### src/logic/board_io_pkg.sv
package board_io_pkg;

	// bus geometry
	localparam int AXIL_ADDR_W = 12;
	localparam int DATA_W      = 32;
	localparam int SLOT_MSB    = 11;
	localparam int SLOT_LSB    = 8;

	// word index within a slot, address bits 7:2
	typedef logic [5:0] reg_idx_t;

	typedef enum logic [3:0] {
		SLOT_BOARD = 4'd0,
		SLOT_IRQ   = 4'd1
	} slot_e;

	// board register map
	localparam reg_idx_t REG_SWITCH = 6'd0;
	localparam reg_idx_t REG_BUTTON = 6'd1;
	localparam reg_idx_t REG_LED    = 6'd2;

	// interrupt controller register map
	localparam reg_idx_t REG_PENDING = 6'd0;
	localparam reg_idx_t REG_MASK    = 6'd1;

	typedef enum logic [1:0] {
		RESP_OKAY   = 2'd0,
		RESP_DECERR = 2'd3
	} resp_e;

	localparam int N_IRQ      = 2;
	localparam int IRQ_BUTTON = 0;
	localparam int IRQ_SWITCH = 1;

	localparam int N_SWITCH = 8;
	localparam int N_BUTTON = 4;

endpackage
### src/logic/dev_bus_if.sv
`timescale 1ns/1ps

// single-cycle device bus, device answers in the same cycle
interface dev_bus_if;

	logic                               req;
	logic                               we;
	board_io_pkg::reg_idx_t             reg_idx;
	logic [board_io_pkg::DATA_W-1:0]    wdata;
	logic [board_io_pkg::DATA_W/8-1:0]  wstrb;
	logic [board_io_pkg::DATA_W-1:0]    rdata;

	modport bridge (
		output req,
		output we,
		output reg_idx,
		output wdata,
		output wstrb,
		input  rdata
	);

	modport device (
		input  req,
		input  we,
		input  reg_idx,
		input  wdata,
		input  wstrb,
		output rdata
	);

endinterface

### src/logic/board_io_top.sv
`timescale 1ns/1ps

module board_io_top #(
	parameter int DEBOUNCE_CYCLES = 1000
) (
	input  logic                                   clk_cpu,
	input  logic                                   arst_n_i,
	input  logic [board_io_pkg::AXIL_ADDR_W-1:0]   s_awaddr_i,
	input  logic                                   s_awvalid_i,
	output logic                                   s_awready_o,
	input  logic [board_io_pkg::DATA_W-1:0]        s_wdata_i,
	input  logic [board_io_pkg::DATA_W/8-1:0]      s_wstrb_i,
	input  logic                                   s_wvalid_i,
	output logic                                   s_wready_o,
	output logic [1:0]                             s_bresp_o,
	output logic                                   s_bvalid_o,
	input  logic                                   s_bready_i,
	input  logic [board_io_pkg::AXIL_ADDR_W-1:0]   s_araddr_i,
	input  logic                                   s_arvalid_i,
	output logic                                   s_arready_o,
	output logic [board_io_pkg::DATA_W-1:0]        s_rdata_o,
	output logic [1:0]                             s_rresp_o,
	output logic                                   s_rvalid_o,
	input  logic                                   s_rready_i,
	input  logic [board_io_pkg::N_SWITCH-1:0]      switch_i,
	input  logic [board_io_pkg::N_BUTTON-1:0]      btn_i,
	output logic [7:0]                             led_o,
	output logic                                   irq_o
);

	logic [board_io_pkg::N_IRQ-1:0] board_event;

	dev_bus_if board_bus ();
	dev_bus_if irq_bus ();

	axil_dev_bridge u_bridge (
		.clk_cpu     (clk_cpu),
		.arst_n_i    (arst_n_i),
		.s_awaddr_i  (s_awaddr_i),
		.s_awvalid_i (s_awvalid_i),
		.s_awready_o (s_awready_o),
		.s_wdata_i   (s_wdata_i),
		.s_wstrb_i   (s_wstrb_i),
		.s_wvalid_i  (s_wvalid_i),
		.s_wready_o  (s_wready_o),
		.s_bresp_o   (s_bresp_o),
		.s_bvalid_o  (s_bvalid_o),
		.s_bready_i  (s_bready_i),
		.s_araddr_i  (s_araddr_i),
		.s_arvalid_i (s_arvalid_i),
		.s_arready_o (s_arready_o),
		.s_rdata_o   (s_rdata_o),
		.s_rresp_o   (s_rresp_o),
		.s_rvalid_o  (s_rvalid_o),
		.s_rready_i  (s_rready_i),
		.board_bus   (board_bus.bridge),
		.irq_bus     (irq_bus.bridge)
	);

	board_regs #(
		.DEBOUNCE_CYCLES (DEBOUNCE_CYCLES)
	) u_board_regs (
		.clk_cpu  (clk_cpu),
		.arst_n_i (arst_n_i),
		.switch_i (switch_i),
		.btn_i    (btn_i),
		.bus      (board_bus.device),
		.led_o    (led_o),
		.event_o  (board_event)
	);

	irq_ctrl u_irq_ctrl (
		.clk_cpu  (clk_cpu),
		.arst_n_i (arst_n_i),
		.event_i  (board_event),
		.bus      (irq_bus.device),
		.irq_o    (irq_o)
	);

endmodule

### src/logic/axil_dev_bridge.sv
`timescale 1ns/1ps

module axil_dev_bridge (
	input  logic                                   clk_cpu,
	input  logic                                   arst_n_i,
	input  logic [board_io_pkg::AXIL_ADDR_W-1:0]   s_awaddr_i,
	input  logic                                   s_awvalid_i,
	output logic                                   s_awready_o,
	input  logic [board_io_pkg::DATA_W-1:0]        s_wdata_i,
	input  logic [board_io_pkg::DATA_W/8-1:0]      s_wstrb_i,
	input  logic                                   s_wvalid_i,
	output logic                                   s_wready_o,
	output logic [1:0]                             s_bresp_o,
	output logic                                   s_bvalid_o,
	input  logic                                   s_bready_i,
	input  logic [board_io_pkg::AXIL_ADDR_W-1:0]   s_araddr_i,
	input  logic                                   s_arvalid_i,
	output logic                                   s_arready_o,
	output logic [board_io_pkg::DATA_W-1:0]        s_rdata_o,
	output logic [1:0]                             s_rresp_o,
	output logic                                   s_rvalid_o,
	input  logic                                   s_rready_i,
	dev_bus_if.bridge                              board_bus,
	dev_bus_if.bridge                              irq_bus
);

	logic                                  bvalid_q;
	logic                                  rvalid_q;
	board_io_pkg::resp_e                   bresp_q;
	board_io_pkg::resp_e                   rresp_q;
	logic [board_io_pkg::DATA_W-1:0]       rdata_q;

	logic                                  idle;
	logic                                  wr_go;
	logic                                  rd_go;
	logic [board_io_pkg::AXIL_ADDR_W-1:0]  addr;
	logic [3:0]                            slot;
	logic                                  sel_board;
	logic                                  sel_irq;
	logic                                  mapped;
	logic [board_io_pkg::DATA_W-1:0]       dev_rdata;
	board_io_pkg::resp_e                   resp;

	// one access at a time, write has priority
	assign idle  = !bvalid_q && !rvalid_q;
	assign wr_go = idle && s_awvalid_i && s_wvalid_i;
	assign rd_go = idle && !wr_go && s_arvalid_i;

	assign s_awready_o = wr_go;
	assign s_wready_o  = wr_go;
	assign s_arready_o = rd_go;

	assign addr      = wr_go ? s_awaddr_i : s_araddr_i;
	assign slot      = addr[board_io_pkg::SLOT_MSB:board_io_pkg::SLOT_LSB];
	assign sel_board = (slot == board_io_pkg::SLOT_BOARD);
	assign sel_irq   = (slot == board_io_pkg::SLOT_IRQ);
	assign mapped    = sel_board || sel_irq;
	assign resp      = mapped ? board_io_pkg::RESP_OKAY : board_io_pkg::RESP_DECERR;

	assign board_bus.req     = (wr_go || rd_go) && sel_board;
	assign board_bus.we      = wr_go;
	assign board_bus.reg_idx = addr[7:2];
	assign board_bus.wdata   = s_wdata_i;
	assign board_bus.wstrb   = s_wstrb_i;

	assign irq_bus.req     = (wr_go || rd_go) && sel_irq;
	assign irq_bus.we      = wr_go;
	assign irq_bus.reg_idx = addr[7:2];
	assign irq_bus.wdata   = s_wdata_i;
	assign irq_bus.wstrb   = s_wstrb_i;

	// unmapped slots read as zero
	always_comb begin
		dev_rdata = '0;
		if (sel_board)
			dev_rdata = board_bus.rdata;
		else if (sel_irq)
			dev_rdata = irq_bus.rdata;
	end

	always_ff @(posedge clk_cpu or negedge arst_n_i) begin
		if (!arst_n_i) begin
			bvalid_q <= 1'b0;
			rvalid_q <= 1'b0;
		end else begin
			if (wr_go)
				bvalid_q <= 1'b1;
			else if (s_bready_i)
				bvalid_q <= 1'b0;
			if (rd_go)
				rvalid_q <= 1'b1;
			else if (s_rready_i)
				rvalid_q <= 1'b0;
		end
	end

	always_ff @(posedge clk_cpu) begin
		if (wr_go)
			bresp_q <= resp;
		if (rd_go) begin
			rresp_q <= resp;
			rdata_q <= dev_rdata;
		end
	end

	assign s_bvalid_o = bvalid_q;
	assign s_bresp_o  = bresp_q;
	assign s_rvalid_o = rvalid_q;
	assign s_rresp_o  = rresp_q;
	assign s_rdata_o  = rdata_q;

	a_bvalid_hold: assert property (@(posedge clk_cpu) disable iff (!arst_n_i)
		s_bvalid_o && !s_bready_i |=> s_bvalid_o && $stable(s_bresp_o));

	a_rvalid_hold: assert property (@(posedge clk_cpu) disable iff (!arst_n_i)
		s_rvalid_o && !s_rready_i |=> s_rvalid_o && $stable(s_rdata_o) && $stable(s_rresp_o));

	a_req_onehot: assert property (@(posedge clk_cpu) disable iff (!arst_n_i)
		!(board_bus.req && irq_bus.req));

endmodule

### src/logic/irq_ctrl.sv
`timescale 1ns/1ps

module irq_ctrl (
	input  logic                              clk_cpu,
	input  logic                              arst_n_i,
	input  logic [board_io_pkg::N_IRQ-1:0]    event_i,
	dev_bus_if.device                         bus,
	output logic                              irq_o
);

	logic [board_io_pkg::N_IRQ-1:0]  pending_q;
	logic [board_io_pkg::N_IRQ-1:0]  mask_q;
	logic [board_io_pkg::N_IRQ-1:0]  clr;
	logic                            wr_low;
	logic                            mask_wr;

	// only byte 0 carries interrupt bits
	assign wr_low  = bus.req && bus.we && bus.wstrb[0];
	assign mask_wr = wr_low && (bus.reg_idx == board_io_pkg::REG_MASK);
	assign clr     = (wr_low && (bus.reg_idx == board_io_pkg::REG_PENDING)) ?
		bus.wdata[board_io_pkg::N_IRQ-1:0] : '0;

	always_ff @(posedge clk_cpu or negedge arst_n_i) begin
		if (!arst_n_i) begin
			pending_q <= '0;
			mask_q    <= '0;
		end else begin
			// a new event beats a clear in the same cycle
			pending_q <= (pending_q & ~clr) | event_i;
			if (mask_wr)
				mask_q <= bus.wdata[board_io_pkg::N_IRQ-1:0];
		end
	end

	always_comb begin
		bus.rdata = '0;
		case (bus.reg_idx)
			board_io_pkg::REG_PENDING: bus.rdata[board_io_pkg::N_IRQ-1:0] = pending_q;
			board_io_pkg::REG_MASK:    bus.rdata[board_io_pkg::N_IRQ-1:0] = mask_q;
			default:                   bus.rdata = '0;
		endcase
	end

	assign irq_o = |(pending_q & mask_q);

	a_irq_masked: assert property (@(posedge clk_cpu) disable iff (!arst_n_i)
		(mask_q == '0) |-> !irq_o);

endmodule

### src/logic/board_regs.sv
`timescale 1ns/1ps

module board_regs #(
	parameter int DEBOUNCE_CYCLES = 1000
) (
	input  logic                                clk_cpu,
	input  logic                                arst_n_i,
	input  logic [board_io_pkg::N_SWITCH-1:0]   switch_i,
	input  logic [board_io_pkg::N_BUTTON-1:0]   btn_i,
	dev_bus_if.device                           bus,
	output logic [7:0]                          led_o,
	output logic [board_io_pkg::N_IRQ-1:0]      event_o
);

	logic [board_io_pkg::N_SWITCH-1:0]  sw_clean;
	logic [board_io_pkg::N_BUTTON-1:0]  btn_clean;
	logic [board_io_pkg::N_SWITCH-1:0]  sw_prev_q;
	logic [board_io_pkg::N_BUTTON-1:0]  btn_prev_q;
	logic [7:0]                         led_q;
	logic                               led_wr;

	debounce_bank #(
		.T               (logic [board_io_pkg::N_SWITCH-1:0]),
		.DEBOUNCE_CYCLES (DEBOUNCE_CYCLES)
	) u_switch_db (
		.clk_cpu  (clk_cpu),
		.arst_n_i (arst_n_i),
		.raw_i    (switch_i),
		.clean_o  (sw_clean)
	);

	debounce_bank #(
		.T               (logic [board_io_pkg::N_BUTTON-1:0]),
		.DEBOUNCE_CYCLES (DEBOUNCE_CYCLES)
	) u_button_db (
		.clk_cpu  (clk_cpu),
		.arst_n_i (arst_n_i),
		.raw_i    (btn_i),
		.clean_o  (btn_clean)
	);

	assign led_wr = bus.req && bus.we && (bus.reg_idx == board_io_pkg::REG_LED) && bus.wstrb[0];

	always_ff @(posedge clk_cpu or negedge arst_n_i) begin
		if (!arst_n_i) begin
			led_q      <= '0;
			sw_prev_q  <= '0;
			btn_prev_q <= '0;
			event_o    <= '0;
		end else begin
			if (led_wr)
				led_q <= bus.wdata[7:0];
			sw_prev_q  <= sw_clean;
			btn_prev_q <= btn_clean;
			// press edges only, release is ignored
			event_o[board_io_pkg::IRQ_BUTTON] <= |(btn_clean & ~btn_prev_q);
			event_o[board_io_pkg::IRQ_SWITCH] <= (sw_clean != sw_prev_q);
		end
	end

	always_comb begin
		bus.rdata = '0;
		case (bus.reg_idx)
			board_io_pkg::REG_SWITCH: bus.rdata[board_io_pkg::N_SWITCH-1:0] = sw_clean;
			board_io_pkg::REG_BUTTON: bus.rdata[board_io_pkg::N_BUTTON-1:0] = btn_clean;
			board_io_pkg::REG_LED:    bus.rdata[7:0] = led_q;
			default:                  bus.rdata = '0;
		endcase
	end

	assign led_o = led_q;

endmodule

### src/logic/debounce_bank.sv
`timescale 1ns/1ps

module debounce_bank #(
	parameter type T               = logic [7:0],
	parameter int  DEBOUNCE_CYCLES = 1000
) (
	input  logic clk_cpu,
	input  logic arst_n_i,
	input  T     raw_i,
	output T     clean_o
);

	localparam int CNT_W = $clog2(DEBOUNCE_CYCLES + 1);

	T                 sample_q;
	logic [CNT_W-1:0] cnt_q;
	logic             at_limit;

	assign at_limit = (cnt_q == CNT_W'(DEBOUNCE_CYCLES));

	// shared stability counter for the whole vector
	always_ff @(posedge clk_cpu or negedge arst_n_i) begin
		if (!arst_n_i) begin
			sample_q <= '0;
			cnt_q    <= '0;
			clean_o  <= '0;
		end else begin
			sample_q <= raw_i;
			if (raw_i != sample_q)
				cnt_q <= '0;
			else if (!at_limit)
				cnt_q <= cnt_q + CNT_W'(1);
			if (at_limit)
				clean_o <= sample_q;
		end
	end

	a_clean_at_limit: assert property (@(posedge clk_cpu) disable iff (!arst_n_i)
		$changed(clean_o) |-> $past(at_limit));

endmodule

### config.mk
export PLATFORM = sky130hd
export DESIGN_NAME = board_io_top
export DESIGN_NICKNAME = d
export VERILOG_FILES = /design/src/logic/board_io_pkg.sv /design/src/logic/dev_bus_if.sv /design/src/logic/board_io_top.sv /design/src/logic/axil_dev_bridge.sv /design/src/logic/irq_ctrl.sv /design/src/logic/board_regs.sv /design/src/logic/debounce_bank.sv
export SDC_FILE = /design/constraint.sdc
export NUM_CORES = 1
export LEC_CHECK = 0
export BUFFER_PORTS_ARGS = -buffer_cell sky130_fd_sc_hd__clkbuf_2
export CORE_AREA = 2 2 157 159
export CTS_BUF_LIST = sky130_fd_sc_hd__clkbuf_8
export DETAILED_ROUTE_END_ITERATION = 8
export DIE_AREA = 0 0 159 161
export GPL_TIMING_DRIVEN = 1
export MAX_ROUTING_LAYER = met4
export PLACE_DENSITY = 0.53
export SLEW_MARGIN = 5
export SYNTH_ARGS = -nofsm -noshare
export SYNTH_HDL_FRONTEND = slang
export SYNTH_HIERARCHICAL = 1
export SYNTH_SLANG_ARGS = --single-unit
export TNS_END_PERCENT = 30
### constraint.sdc
create_clock -name clk_cpu -period 3.19 [get_ports clk_cpu]
set_clock_uncertainty 0.1 [all_clocks]
set_input_delay 0.1595 -clock clk_cpu [delete_from_list [all_inputs] [get_ports clk_cpu]]
set_output_delay 0.1595 -clock clk_cpu [all_outputs]
set_load 0.02 [all_outputs]
### Word level (Yosys, flattened, before mapping)

Index checks and enable logic that the tools add are counted.

* output and inout port bits: 50
* input port bits: 79
* logic and storage cells: 77
* bits in registers: 108

* equality and inequality tests: 10
* mux-type cells: 16
* $add $sub $neg: 2
* bitwise operators: 6
* reduce and logical (&&, ||, !) cells: 25

Operators with widths (count)
* 10-bit two-way mux: 4
* 10-bit by 1-bit adder with 10-bit output (second input constant): 2
* 10-bit equality test (second input constant): 2
* 8-bit != test: 2
* 1-bit logical AND: 14
* 12-bit two-way mux: 1
* 4-bit case mux with 3 select lines: 1
* 8-bit two-way mux: 1
* 4-bit case mux with 2 select lines: 1
* 6-bit by 1-bit equality test with 1-bit output (second input constant): 1
* 6-bit by 2-bit equality test with 1-bit output (second input constant): 1
* 6-bit zero test: 1
* 2-bit two-way mux: 3
* 2-bit AND: 2
* 4-bit AND: 1
* 4-bit by 1-bit equality test with 1-bit output (second input constant): 1
* 4-bit zero test: 1
* 1-bit two-way mux: 4
* 2-bit by 1-bit != test with 1-bit output (second input constant): 2
* 4-bit != test: 1
* 4-bit NOT: 1
* 2-bit case mux with 2 select lines: 1
* 2-bit nonzero test: 2
* 4-bit OR reduction: 1
* other kinds (5): 8

### Longest topological paths before layout

Gate-level depths: netlist of the first run.

* depth in word-level cells: 16
* depth in mapped cells: 13
* gate-level depth less buffers: 10

### Modules after synthesis

Netlist of the first run, hierarchy kept.

Modules (own cells, without submodules)
* axil_dev_bridge: instances 1, area an instance 3459.6 µm², sequential area each 1071.0 µm², cells each 376
* debounce_bank (u_board_regs.u_switch_db): instances 1, area an instance 1152.4 µm², sequential area each 650.6 µm², cells each 91
* board_regs: instances 1, area an instance 1151.1 µm², sequential area each 550.5 µm², cells each 101
* debounce_bank (u_board_regs.u_button_db): instances 1, area an instance 867.1 µm², sequential area each 450.4 µm², cells each 71
* irq_ctrl: instances 1, area an instance 479.2 µm², sequential area each 100.1 µm², cells each 52

### Worst setup path before layout of the first run

OpenSTA, ideal clock, no wires.

* path kind: reg2reg
* start: register u_bridge.rvalid_q (netlist: u_bridge/s_rvalid_o)
* end: register u_bridge.rdata_q (netlist bit u_bridge/s_rdata_o[0]), enable pin
* cell stages (with the launch flop): 4
* data required time: 2.655 ns
* buffers on the path: 0
* period minus slack after synthesis: 2.872 ns
* path slack: 0.318 ns
* arrival: 2.337 ns
* setup time: 0.435 ns
* cell sequence: dfrtp_1 > nor2_1 > nand2_1 > nor2_1

* cells in the longest elaborated chain, start to end: 7

RTL lines
* start, declared: line axil_dev_bridge.sv:28 `logic rvalid_q;`
* start signal, assigned: line axil_dev_bridge.sv:84 `rvalid_q <= 1'b0;`
* start signal, assigned: line axil_dev_bridge.sv:91 `rvalid_q <= 1'b1;`
* start signal, assigned: line axil_dev_bridge.sv:93 `rvalid_q <= 1'b0;`
* 1-bit zero test *: line axil_dev_bridge.sv:45 `assign idle = !bvalid_q && !rvalid_q;`
* 1-bit logical AND *: line axil_dev_bridge.sv:45
* 1-bit logical AND (2 in series): line axil_dev_bridge.sv:46 `assign wr_go = idle && s_awvalid_i && s_wvalid_i;`
* 1-bit zero test: line axil_dev_bridge.sv:47 `assign rd_go = idle && !wr_go && s_arvalid_i;`
* 1-bit logical AND * (2 in series): line axil_dev_bridge.sv:47
* via s_arready_o: line board_io_top.sv:20 `output logic s_arready_o,`
* end signal, assigned: line axil_dev_bridge.sv:102 `rdata_q <= dev_rdata;`
* end, declared: line axil_dev_bridge.sv:31 `logic [board_io_pkg::DATA_W-1:0] rdata_q;`

The timed path passes the listed nets; every way through them passes the cells marked *.
A chain may end at the register's enable or synchronous reset.

### Final worst setup path of the first run

* start: register u_bridge.bvalid_q (netlist: u_bridge/s_bvalid_o)
* end: register u_bridge.rdata_q (netlist bit u_bridge/s_rdata_o[5]), data pin

* cells in the longest elaborated chain, start to end: 8
* elaborated cells on any way between the ends: 10
* classes of those cells: eq/ne (1); mux (3); reduce/logical (6)

RTL lines
* start, declared: line axil_dev_bridge.sv:27 `logic bvalid_q;`
* start signal, assigned: line axil_dev_bridge.sv:83 `bvalid_q <= 1'b0;`
* start signal, assigned: line axil_dev_bridge.sv:87 `bvalid_q <= 1'b1;`
* start signal, assigned: line axil_dev_bridge.sv:89 `bvalid_q <= 1'b0;`
* 1-bit zero test *: line axil_dev_bridge.sv:45
* 1-bit logical AND *: line axil_dev_bridge.sv:45
* 1-bit logical AND * (2 in series): line axil_dev_bridge.sv:46
* 12-bit two-way mux *: line axil_dev_bridge.sv:53 `assign addr = wr_go ? s_awaddr_i : s_araddr_i;`
* via board_bus.reg_idx[5]: line dev_bus_if.sv:8 `board_io_pkg::reg_idx_t reg_idx;`
* 6-bit by 2-bit equality test with 1-bit output / 6-bit zero test (equally long branches): line board_regs.sv:63 `case (bus.reg_idx)`
* 4-bit case mux with 2 select lines *: line board_regs.sv:63
* via board_bus.rdata, one bit: line dev_bus_if.sv:11 `logic [board_io_pkg::DATA_W-1:0] rdata;`
* 8-bit two-way mux *: line axil_dev_bridge.sv:75 `if (sel_board)`
* via u_bridge.dev_rdata, one bit: line axil_dev_bridge.sv:41 `logic [board_io_pkg::DATA_W-1:0] dev_rdata;`

Marked as above.

==> results of run 1 <==
-- area by class of cell --
cell class | instances | area share
Clock inverter | 6 | 0.0105
Timing Repair Buffer | 135 | 0.111
Multi-Input combinational cell | 453 | 0.422
Tap cell | 324 | 0.0540
Sequential cell | 106 | 0.376
Inverter | 16 | 0.00833
Clock buffer | 10 | 0.0183
-- registers in the layout, indices dropped and copies added (netlist names) --
name                               flops
u_board_regs/u_button_db/cnt_q        10
u_board_regs/event_o                   2
u_bridge/s_rresp_o                     1
u_board_regs/led_o                     8
u_bridge/s_rdata_o                    32
u_irq_ctrl/pending_q                   2
u_irq_ctrl/mask_q                      2
u_bridge/s_rvalid_o                    1
u_board_regs/u_button_db/clean_o       4
u_board_regs/sw_prev_q                 8
u_board_regs/u_button_db/sample_q      4
u_board_regs/btn_prev_q                4
u_board_regs/u_switch_db/clean_o       8
u_bridge/s_bresp_o                     1
u_board_regs/u_switch_db/sample_q      8
u_board_regs/u_switch_db/cnt_q        10
u_bridge/s_bvalid_o                    1
-- routing by layer --
layer  routed length, µm  global-route usage  vias up
met4                 135              0.0273        0
li1                    -                   -     2310
met3                 439              0.0254       11
met5                   0                   -        -
met2                6570               0.190       67
met1                6260               0.134     2036
-- stage by stage --
step / util / std cells / cell area, µm²
floorplan: - / 683 / 6850
global placement: 0.294 / 1010 / 7050
detailed placement: 0.294 / 1010 / 7050
CTS: 0.313 / 1050 / 7510
global route: 0.313 / 1050 / 7510
finish: 0.313 / 1050 / 7510
-- final timing paths --
kind | depth (start not counted) | from | slack, ns | to
min in group clk_cpu | 3 | s_arvalid_i | 0.18 | u_bridge/s_rdata_o[0]$_DFFE_PP_
setup / recovery | 9 | u_bridge/s_bvalid_o$_DFFE_PN0P_ | 0.36 | u_bridge/s_rdata_o[5]$_DFFE_PP_
hold / removal | 2 | arst_n_i | 0.02 | u_board_regs/u_switch_db/cnt_q[4]$_DFFE_PN0P_
max in group asynchronous | 3 | arst_n_i | 2.20 | u_board_regs/u_button_db/cnt_q[8]$_DFFE_PN0P_
setup reg to reg | 9 | u_bridge/s_bvalid_o$_DFFE_PN0P_ | 0.36 | u_bridge/s_rdata_o[5]$_DFFE_PP_
hold reg to reg | 1 | u_board_regs/event_o[0]$_DFF_PN0_ | 0.32 | u_irq_ctrl/pending_q[0]$_DFF_PN0_
-- power breakdown --
part | internal [µW] | switching, µW
clock | 404 | 514
sequential | 1460 | 22.7
combinational | 180 | 302
-- worst max-delay path: cells and delay by family (launching register included) --
family	cells	cell delay (ns)
AOI/OAI and AO/OA	2	0.25
DFF	1	0.43
and+or+nand+nor	7	1.89
-- what timing repair did --
item | CTS | global route
hold endpoints to repair | 97 | 0
hold buffers | 24 | 0
gates resized for setup | 0 | 0
setup endpoints to repair | 0 | 0
setup buffers | 0 | 0
==> summary.md, run 1 <==
| Metric | Value |
|---|---|
| Max incr delay on CP | around 0.62 ns |
| Pwr Total | between 2000 and 3000 µW |
| DIE WIDTH | about 160 µm |
| MaxCap Viol Count | 0 |
| HPWL after DPL | around 9.5 mm |
| Worst hold path class | in2async |
| Max IR drop VDD | ~0.17 mV |
| Std cell rows | 57 |
| Die height | between 150 and 200 µm |
| Largest net degree at the start of global routing | 65 |
| CTS max path bufs | 2 |
| Flip-flop and latch area | 0.00282 mm² |
| CP startpoint kind | register |
| Worst slack, placed | 0.358 ns |
| Wire length of the first global-routing pass | between 20 and 25 mm |
| Ports | 129 |
| Cts bufs inserted | 9 |
| Pleak | between 0.003 and 0.004 µW |
| Least-Margin Pin Slew | between 0.7 and 0.8 ns |
| Critical path class | reg2reg |
| Mapped cell area | ~0.0067 mm² |
| Drt first pass iters | 4 |
| CP Data Arrival Time | approximately 3 ns |
| GRT Residual Overflow | 0 |
| Die area | roughly 0.026 mm² |
| Wire length per cell | 12.8 µm |
| Htree depth | 3 |
| Placeable Area | 0.0240 mm² |
| Worst-path cell chain | nand4bb_4, nand2_1, nand2_1, or4_1, or2_2, nor2_1, nor2b_1, o21ai_0, a31oi_2 |
| Area growth syn-to-layout | 12.8% |
| Via-to-Cell Ratio | roughly 4.2 |
| Final ANT Viol Nets | 0 |
| Commonest cells after routing, fill and taps aside | 96 x clkbuf_2, 72 x dfrtp_1, 54 x conb_1, 38 x o21ai_0, 37 x nand3_1 |
| Period utilization | 0.886 |
| Avg Inst Size Synth | about 11 µm² |
| TritonCTS clock tree | yes |
| Clock Latency Late Sink | about 0.39 ns |
| Worst slew margin | 0.508 |
| Fraction of layout cells with a size suffix above 1 | 0.275 |
| Fin Hold WS | around 0.023 ns |
| Total negative setup slack | 0 ns |
| Most frequent CP cell | nand2_1 |
| Minimum clock period | 2.83 ns |
| Setup violators final | 0 |
| Syn Inst Count | between 600 and 700 |
| Fin. Hold Viols | 0 |
| Nets | about 800 |
| Initial antenna violation count | 0 |
| Final Routed Wirelength | about 13 mm |
| Required time of the critical path | between 3 and 4 ns |
| CTS root buffer | clkbuf_8 |
| Fillers | 2,537 |
| ANT cells | 0 |
| CTS clk-pin slew, worst paths | 0.12 ns |
| Multi-input gate area | 0.00317 mm² |
| Final worst slack | 0.363 ns |
| IO buf count | between 90 and 100 |
| Ys Warns | 6 |
| DRC violations left | 0 |
| Max Slew Vio Count | 0 |
| Vias | around 4,400 |
| Vias in the first global route | approximately 4,300 |
| Initial core utilization | 0.278 |
| Slowest cell on crit path | or4_1 |
| RSZ-0062 raised after global routing | false |
| GRT Overall Usage | 0.111 |
| GP Congestion | between 0.6 and 0.7 |
| PwrDens | about 380 mW/mm² |
| Setup crit end kind | register |
| Fmax achieved | approximately 350 MHz |
| Detailed Route Iter0 Violations | between 150 and 200 |
| CTS Sinks | between 100 and 150 |
| CP Max Fanout | 10 |
| Commonest non-fill, non-tap cell in the layout | clkbuf_2 |
| Status | finished, final reports clean |
No activity file was read; power rests on OpenSTA's default activity.
==> run 2, diff against run 1 <==
--- a/config.mk
+++ b/config.mk
@@ -6,10 +6,10 @@
 export NUM_CORES = 1
 export LEC_CHECK = 0
 export BUFFER_PORTS_ARGS = -buffer_cell sky130_fd_sc_hd__clkbuf_2
-export CORE_AREA = 2 2 157 159
+export CORE_AREA = 2 2 202 125
 export CTS_BUF_LIST = sky130_fd_sc_hd__clkbuf_8
 export DETAILED_ROUTE_END_ITERATION = 8
-export DIE_AREA = 0 0 159 161
+export DIE_AREA = 0 0 204 127
 export GPL_TIMING_DRIVEN = 1
 export MAX_ROUTING_LAYER = met4
 export PLACE_DENSITY = 0.53
==> run 2 against run 1 <==
Sequential share of layout area increased by 0.19 points. Power is 1.0% lower. Die area grew 1.2%. Final cell count down 0.38%. Utilization fell by 0.065 points. Maximum frequency fell by 0.90%. Routed wire length is 12% higher. Register-to-register slack worse by 0.03 ns. Clock-buffer cell count is 1 lower. Setup slack lost 0.026 ns. Global-route usage is 1.2 points higher. Largest power group unchanged.
==> summary.md, run 2 (synthesis gave the netlist of run 1 again) <==
| Metric | Value |
|---|---|
| Status | finished, final reports clean |
| CTS root buffer | clkbuf_8 |
| Hold Crit Depth | 3 |
| Hold Buf Count CTS | 24 |
| Minimum clock period | about 2.9 ns |
| Initial antenna violation count | 0 |
| Placeable Area | about 0.024 mm² |
| Cts bufs inserted | 9 |
| Commonest non-fill, non-tap cell in the layout | clkbuf_2 |
| Vias in the first global route | between 4,000 and 5,000 |
| TritonCTS clock tree | yes |
| Std cell rows | 44 |
| Via-to-Cell Ratio | about 4.4 |
| Fillers | around 2,500 |
| Required time of the critical path | between 3 and 4 ns |
| Max IR drop VDD | 0.146 mV |
| Fraction of layout cells with a size suffix above 1 | 0.272 |
| Wire length of the first global-routing pass | around 24 mm |
| # resized after CTS | 0 |
| Multi-input gate area | 0.00317 mm² |
| CTS clk-pin slew, worst paths | around 0.11 ns |
| CTS max path bufs | 2 |
| CP startpoint kind | register |
| Critical path class | reg2reg |
| Worst slack, placed | between 0.3 and 0.4 ns |
| CP Max Fanout | 9 |
| MaxCap Viol Count | 0 |
| Final worst slack | between 0.3 and 0.4 ns |
| Pleak | 0.00301 µW |
| Least-Margin Pin Slew | 0.682 ns |
| Period utilization | 0.894 |
| Initial core utilization | 0.279 |
| DIE WIDTH | 204 µm |
| GRT Overall Usage | 0.123 |
| Worst slew margin | 0.545 |
| Area growth syn-to-layout | 12.2% |
| Fmax achieved | between 300 and 400 MHz |
| PwrDens | between 300 and 400 mW/mm² |
| Setup crit end kind | register |
| Final Core Density | 0.313 |
| GRT Residual Overflow | 0 |
| CP Data Arrival Time | around 3.0 ns |
| Die height | about 130 µm |
| Nets | roughly 800 |
| Placed Area | about 0.0070 mm² |
| RSZ-0062 raised after global routing | false |
| Ports | about 130 |
| CTS Sinks | ~110 |
| Detailed Route Iter0 Violations | around 250 |
| Commonest cells after routing, fill and taps aside | 96 x clkbuf_2, 72 x dfrtp_1, 54 x conb_1, 38 x o21ai_0, 37 x nand3_1 |
| Post-CTS Repair Setup Buffers | 0 |
| Drt first pass iters | 4 |
| Setup violators final | 0 |
| Fin area | 0.00747 mm² |
| Final Routed Wirelength | 15.0 mm |
| Number of flip-flops under the largest register name | 32 |
| Htree depth | 3 |
| GP Congestion | between 0.7 and 0.8 |
| Wire length per cell | approximately 14 µm |
| R2R depth | 9 |
| Final ANT Viol Nets | 0 |
| HPWL after DPL | ~10 mm |
| DRC violations left | 0 |
| Largest net degree at the start of global routing | 66 |
| Max Slew Vio Count | 0 |
| IO buf count | just under 100 |
| Flip-flop and latch area | 0.00282 mm² |
| Vias | 4,563 |
| Total negative setup slack | 0 ns |
| Fin. Hold Viols | 0 |
| ANT cells | 0 |
| Clock Latency Late Sink | roughly 0.4 ns |
| Die area | 0.0259 mm² |
| Worst hold path class | in2reg |
run 2: cell count changes in the layout (fill, tap and decap cells not counted), sizes merged:
cell      previous run  this run
inv                 21        20
buf                 15        14
clkbuf             106       105
clkinvlp             0         1
run 2: stage by stage:
step,hold slack [ns],power (µW),instances
floorplan,-0.236,1920,683
global route,0.0887,3030,1046
finish,0.0765,2860,1046
global placement,0.0965,1980,1007
CTS,0.0353,2920,1046
detailed placement,0.0939,1980,1007
run 2: layer usage:
layer	vias to the layer above	global-route usage	wire, µm
met5	-	-	0
met4	0	0.0332	156
met3	8	0.0314	699
met2	101	0.167	6030
met1	2131	0.179	8100
li1	2323	-	-
run 2: path summary, 6_finish.rpt:
path	start	to	slack, ns
worst max register to register	u_bridge/s_bvalid_o$_DFFE_PN0P_	u_bridge/s_rdata_o[7]$_DFFE_PP_	0.34
max in group asynchronous	arst_n_i	u_bridge/s_rvalid_o$_DFFE_PN0P_	1.96
worst min register to register	u_board_regs/event_o[0]$_DFF_PN0_	u_irq_ctrl/pending_q[0]$_DFF_PN0_	0.34
min in group asynchronous	arst_n_i	u_board_regs/u_switch_db/cnt_q[5]$_DFFE_PN0P_	0.18
worst max-delay path	u_bridge/s_bvalid_o$_DFFE_PN0P_	u_bridge/s_rdata_o[7]$_DFFE_PP_	0.34
worst min-delay path	s_wvalid_i	u_bridge/s_bvalid_o$_DFFE_PN0P_	0.08
run 2: worst max-delay path: stages, from the launching register on:
cell and delay [ns]:
dfrtp_1 0.43, nand4bb_4 0.34, nand2_1 0.12, nand2_1 0.14, or4_1 0.63, or2_2 0.38, nor2_1 0.16, nor2b_1 0.14
o21ai_0 0.11, a31oi_2 0.17
run 2: power breakdown:
part           leakage, µW  total (µW)  switching, µW  internal (µW)
Sequential         0.00130        1490           23.9           1460
Combinational      0.00161         492            314            178
Clock            0.0000978         877            514            363
Total              0.00301        2860            852           2000
run 2: area by class of cell:
| cell class | instances | area share |
|---|---|---|
| Multi-Input combinational cell | 453 | 0.425 |
| Sequential cell | 106 | 0.378 |
| Timing Repair Buffer | 134 | 0.110 |
| Tap cell | 322 | 0.0539 |
| Clock buffer | 9 | 0.0166 |
| Clock inverter | 6 | 0.00871 |
| Inverter | 16 | 0.00837 |
==> run 3, diff against run 2 <==
--- a/config.mk
+++ b/config.mk
@@ -13,6 +13,7 @@
 export GPL_TIMING_DRIVEN = 1
 export MAX_ROUTING_LAYER = met4
 export PLACE_DENSITY = 0.53
+export REMOVE_ABC_BUFFERS = 1
 export SLEW_MARGIN = 5
 export SYNTH_ARGS = -nofsm -noshare
 export SYNTH_HDL_FRONTEND = slang
==> run 3 against run 2 <==
Sequential power about the same. Clock-buffer cell count unchanged. Setup slack better by 0.015 ns. Routed wire length grew 0.59%. Sequential share of layout area fell by 0.11 points. Critical path depth unchanged. Global-route usage is 0.26 points higher. Final cell count up 0.38%. Die area unchanged. Via count up 0.31%.
==> summary.md, run 3 (synthesis gave the netlist of run 1 again) <==
| Metric | Value |
|---|---|
| Status | finished, final reports clean |
| Area growth syn-to-layout | 12.6% |
| Flip-flop and latch area | about 0.0028 mm² |
| Initial core utilization | 0.279 |
| RSZ-0062 raised after global routing | false |
| DRC violations left | 0 |
| Vias in the first global route | ~4,300 |
| Std cell rows | 44 |
| MaxCap Viol Count | 0 |
| TritonCTS clock tree | yes |
| R2R depth | 9 |
| Commonest non-fill, non-tap cell in the layout | clkbuf_2 |
| Fin area | 0.00750 mm² |
| Slowest cell on crit path | or4_1 |
| Final Routed Wirelength | roughly 15 mm |
| Pleak | roughly 0.003 µW |
| Final ANT Viol Nets | 0 |
| GRT Overall Usage | 0.126 |
| Post-CTS Repair Setup Buffers | 0 |
| Worst R2R End | u_bridge/s_rdata_o[6]$_DFFE_PP_ |
| CP Max Fanout | 9 |
| GP Congestion | slightly below 0.8 |
| Initial antenna violation count | 0 |
| CTS clk-pin slew, worst paths | about 0.11 ns |
| CP startpoint kind | register |
| Setup crit end kind | register |
| Crit path max-delay family | simple AND/OR/NAND/NOR gates |
| CTS root buffer | clkbuf_8 |
| Die area | between 0.02 and 0.03 mm² |
| FF-to-FF Start | u_bridge/s_bvalid_o$_DFFE_PN0P_ |
| IO buf count | 97 |
| Most frequent CP cell | nand2_1 |
| Via-to-Cell Ratio | between 4 and 5 |
| DIE WIDTH | between 200 and 250 µm |
| Required time of the critical path | ~3.3 ns |
| Fin. Hold Viols | 0 |
| Wire length of the first global-routing pass | 24.4 mm |
| Commonest cells after routing, fill and taps aside | 96 x clkbuf_2, 72 x dfrtp_1, 54 x conb_1, 38 x o21ai_0, 37 x nand3_1 |
| Cts bufs inserted | 9 |
| Ports | about 130 |
| WP buf/inv | 0 |
| Critical path class | reg2reg |
| Vias | roughly 4,600 |
| Worst slew margin | 0.503 |
| Largest net degree at the start of global routing | between 60 and 70 |
| Worst hold path class | in2async |
| Least-Margin Pin Slew | around 0.73 ns |
| Multi-input gate area | 0.00317 mm² |
| Placed Area | approximately 0.0071 mm² |
| Htree depth | 3 |
| Wire length per cell | 14.4 µm |
| Fraction of layout cells with a size suffix above 1 | 0.276 |
| Nets | slightly above 800 |
| Worst-path cell chain | nand4bb_4, nand2_1, nand2_1, or4_1, or2_2, nor2_1, nor2b_1, o21ai_0, a31oi_2 |
| Total negative setup slack | 0 ns |
| Fmax achieved | around 350 MHz |
| Fin Hold WS | between 0.1 and 0.15 ns |
| Drt first pass iters | 4 |
| CTS max path bufs | 2 |
| Die height | roughly 130 µm |
| Placeable Area | ~0.024 mm² |
| HPWL after DPL | 10.7 mm |
| CTS Sinks | ~110 |
| GRT Residual Overflow | 0 |
| Max incr delay on CP | approximately 0.60 ns |
| Reg2reg setup slack | roughly 0.35 ns |
| Minimum clock period | 2.84 ns |
| Clock Latency Late Sink | between 0.3 and 0.4 ns |
| Fillers | about 2,500 |
| Detailed Route Iter0 Violations | 224 |
| Setup violators final | 0 |
| CP Data Arrival Time | around 3.0 ns |
| Number of flip-flops under the largest register name | 32 |
| PwrDens | 378 mW/mm² |
| Max IR drop VDD | roughly 0.15 mV |
| Period utilization | 0.889 |
| Max Slew Vio Count | 0 |
run 3: worst max path at each step:
stage	startpoint	endpoint	slack [ns]	cells after the start
finish	u_bridge/s_bvalid_o$_DFFE_PN0P_	u_bridge/s_rdata_o[6]$_DFFE_PP_	0.35	9
global route	u_bridge/s_bvalid_o$_DFFE_PN0P_	u_bridge/s_rdata_o[3]$_DFFE_PP_	0.02	10
CTS	u_bridge/s_bvalid_o$_DFFE_PN0P_	u_bridge/s_rdata_o[6]$_DFFE_PP_	0.31	9
detailed placement	u_bridge/s_bvalid_o$_DFFE_PN0P_	u_bridge/s_rdata_o[3]$_DFFE_PP_	0.35	10
global placement	u_bridge/s_bvalid_o$_DFFE_PN0P_	u_bridge/s_rdata_o[6]$_DFFE_PP_	0.37	9
floorplan	u_bridge/s_bvalid_o$_DFFE_PN0P_	u_bridge/s_rdata_o[2]$_DFFE_PP_	0.007	10
run 3: metal layers:
metal  vias up  track usage  wire, µm
li1       2314            -         -
met1      2162        0.184      8130
met2        88        0.171      6060
met3        13       0.0291       698
met4         0       0.0345       180
met5         -            -         0
run 3: cell type report:
| type | instances | share of cell area |
|---|---|---|
| Antenna cell | 1 | 0.000334 |
| Inverter | 16 | 0.00835 |
| Clock buffer | 9 | 0.0165 |
| Clock inverter | 7 | 0.00935 |
| Tap cell | 322 | 0.0537 |
| Multi-Input combinational cell | 453 | 0.423 |
| Sequential cell | 106 | 0.377 |
| Timing Repair Buffer | 136 | 0.112 |
run 3: timing repair:
action	CTS	global route
gates resized for setup	0	0
endpoints found under the setup margin	0	0
hold buffers	24	0
endpoints found under the hold margin	62	0
run 3: stage by stage:
stage	utilization	std cells	worst slack (ns)	power (µW)
after floorplan	-	575	0.00718	1790
after global placement	0.295	1009	0.371	1990
after detailed placement	0.295	1009	0.354	1990
after CTS	0.314	1049	0.307	2900
after global routing	0.314	1049	0.0214	3010
final	0.314	1050	0.353	2830
run 3: where the power goes:
group / total [µW] / switching (µW) / internal (µW)
Sequential: 1490 / 23.8 / 1460
Clock: 844 / 540 / 304
Combinational: 502 / 320 / 182
Total: 2830 / 884 / 1950
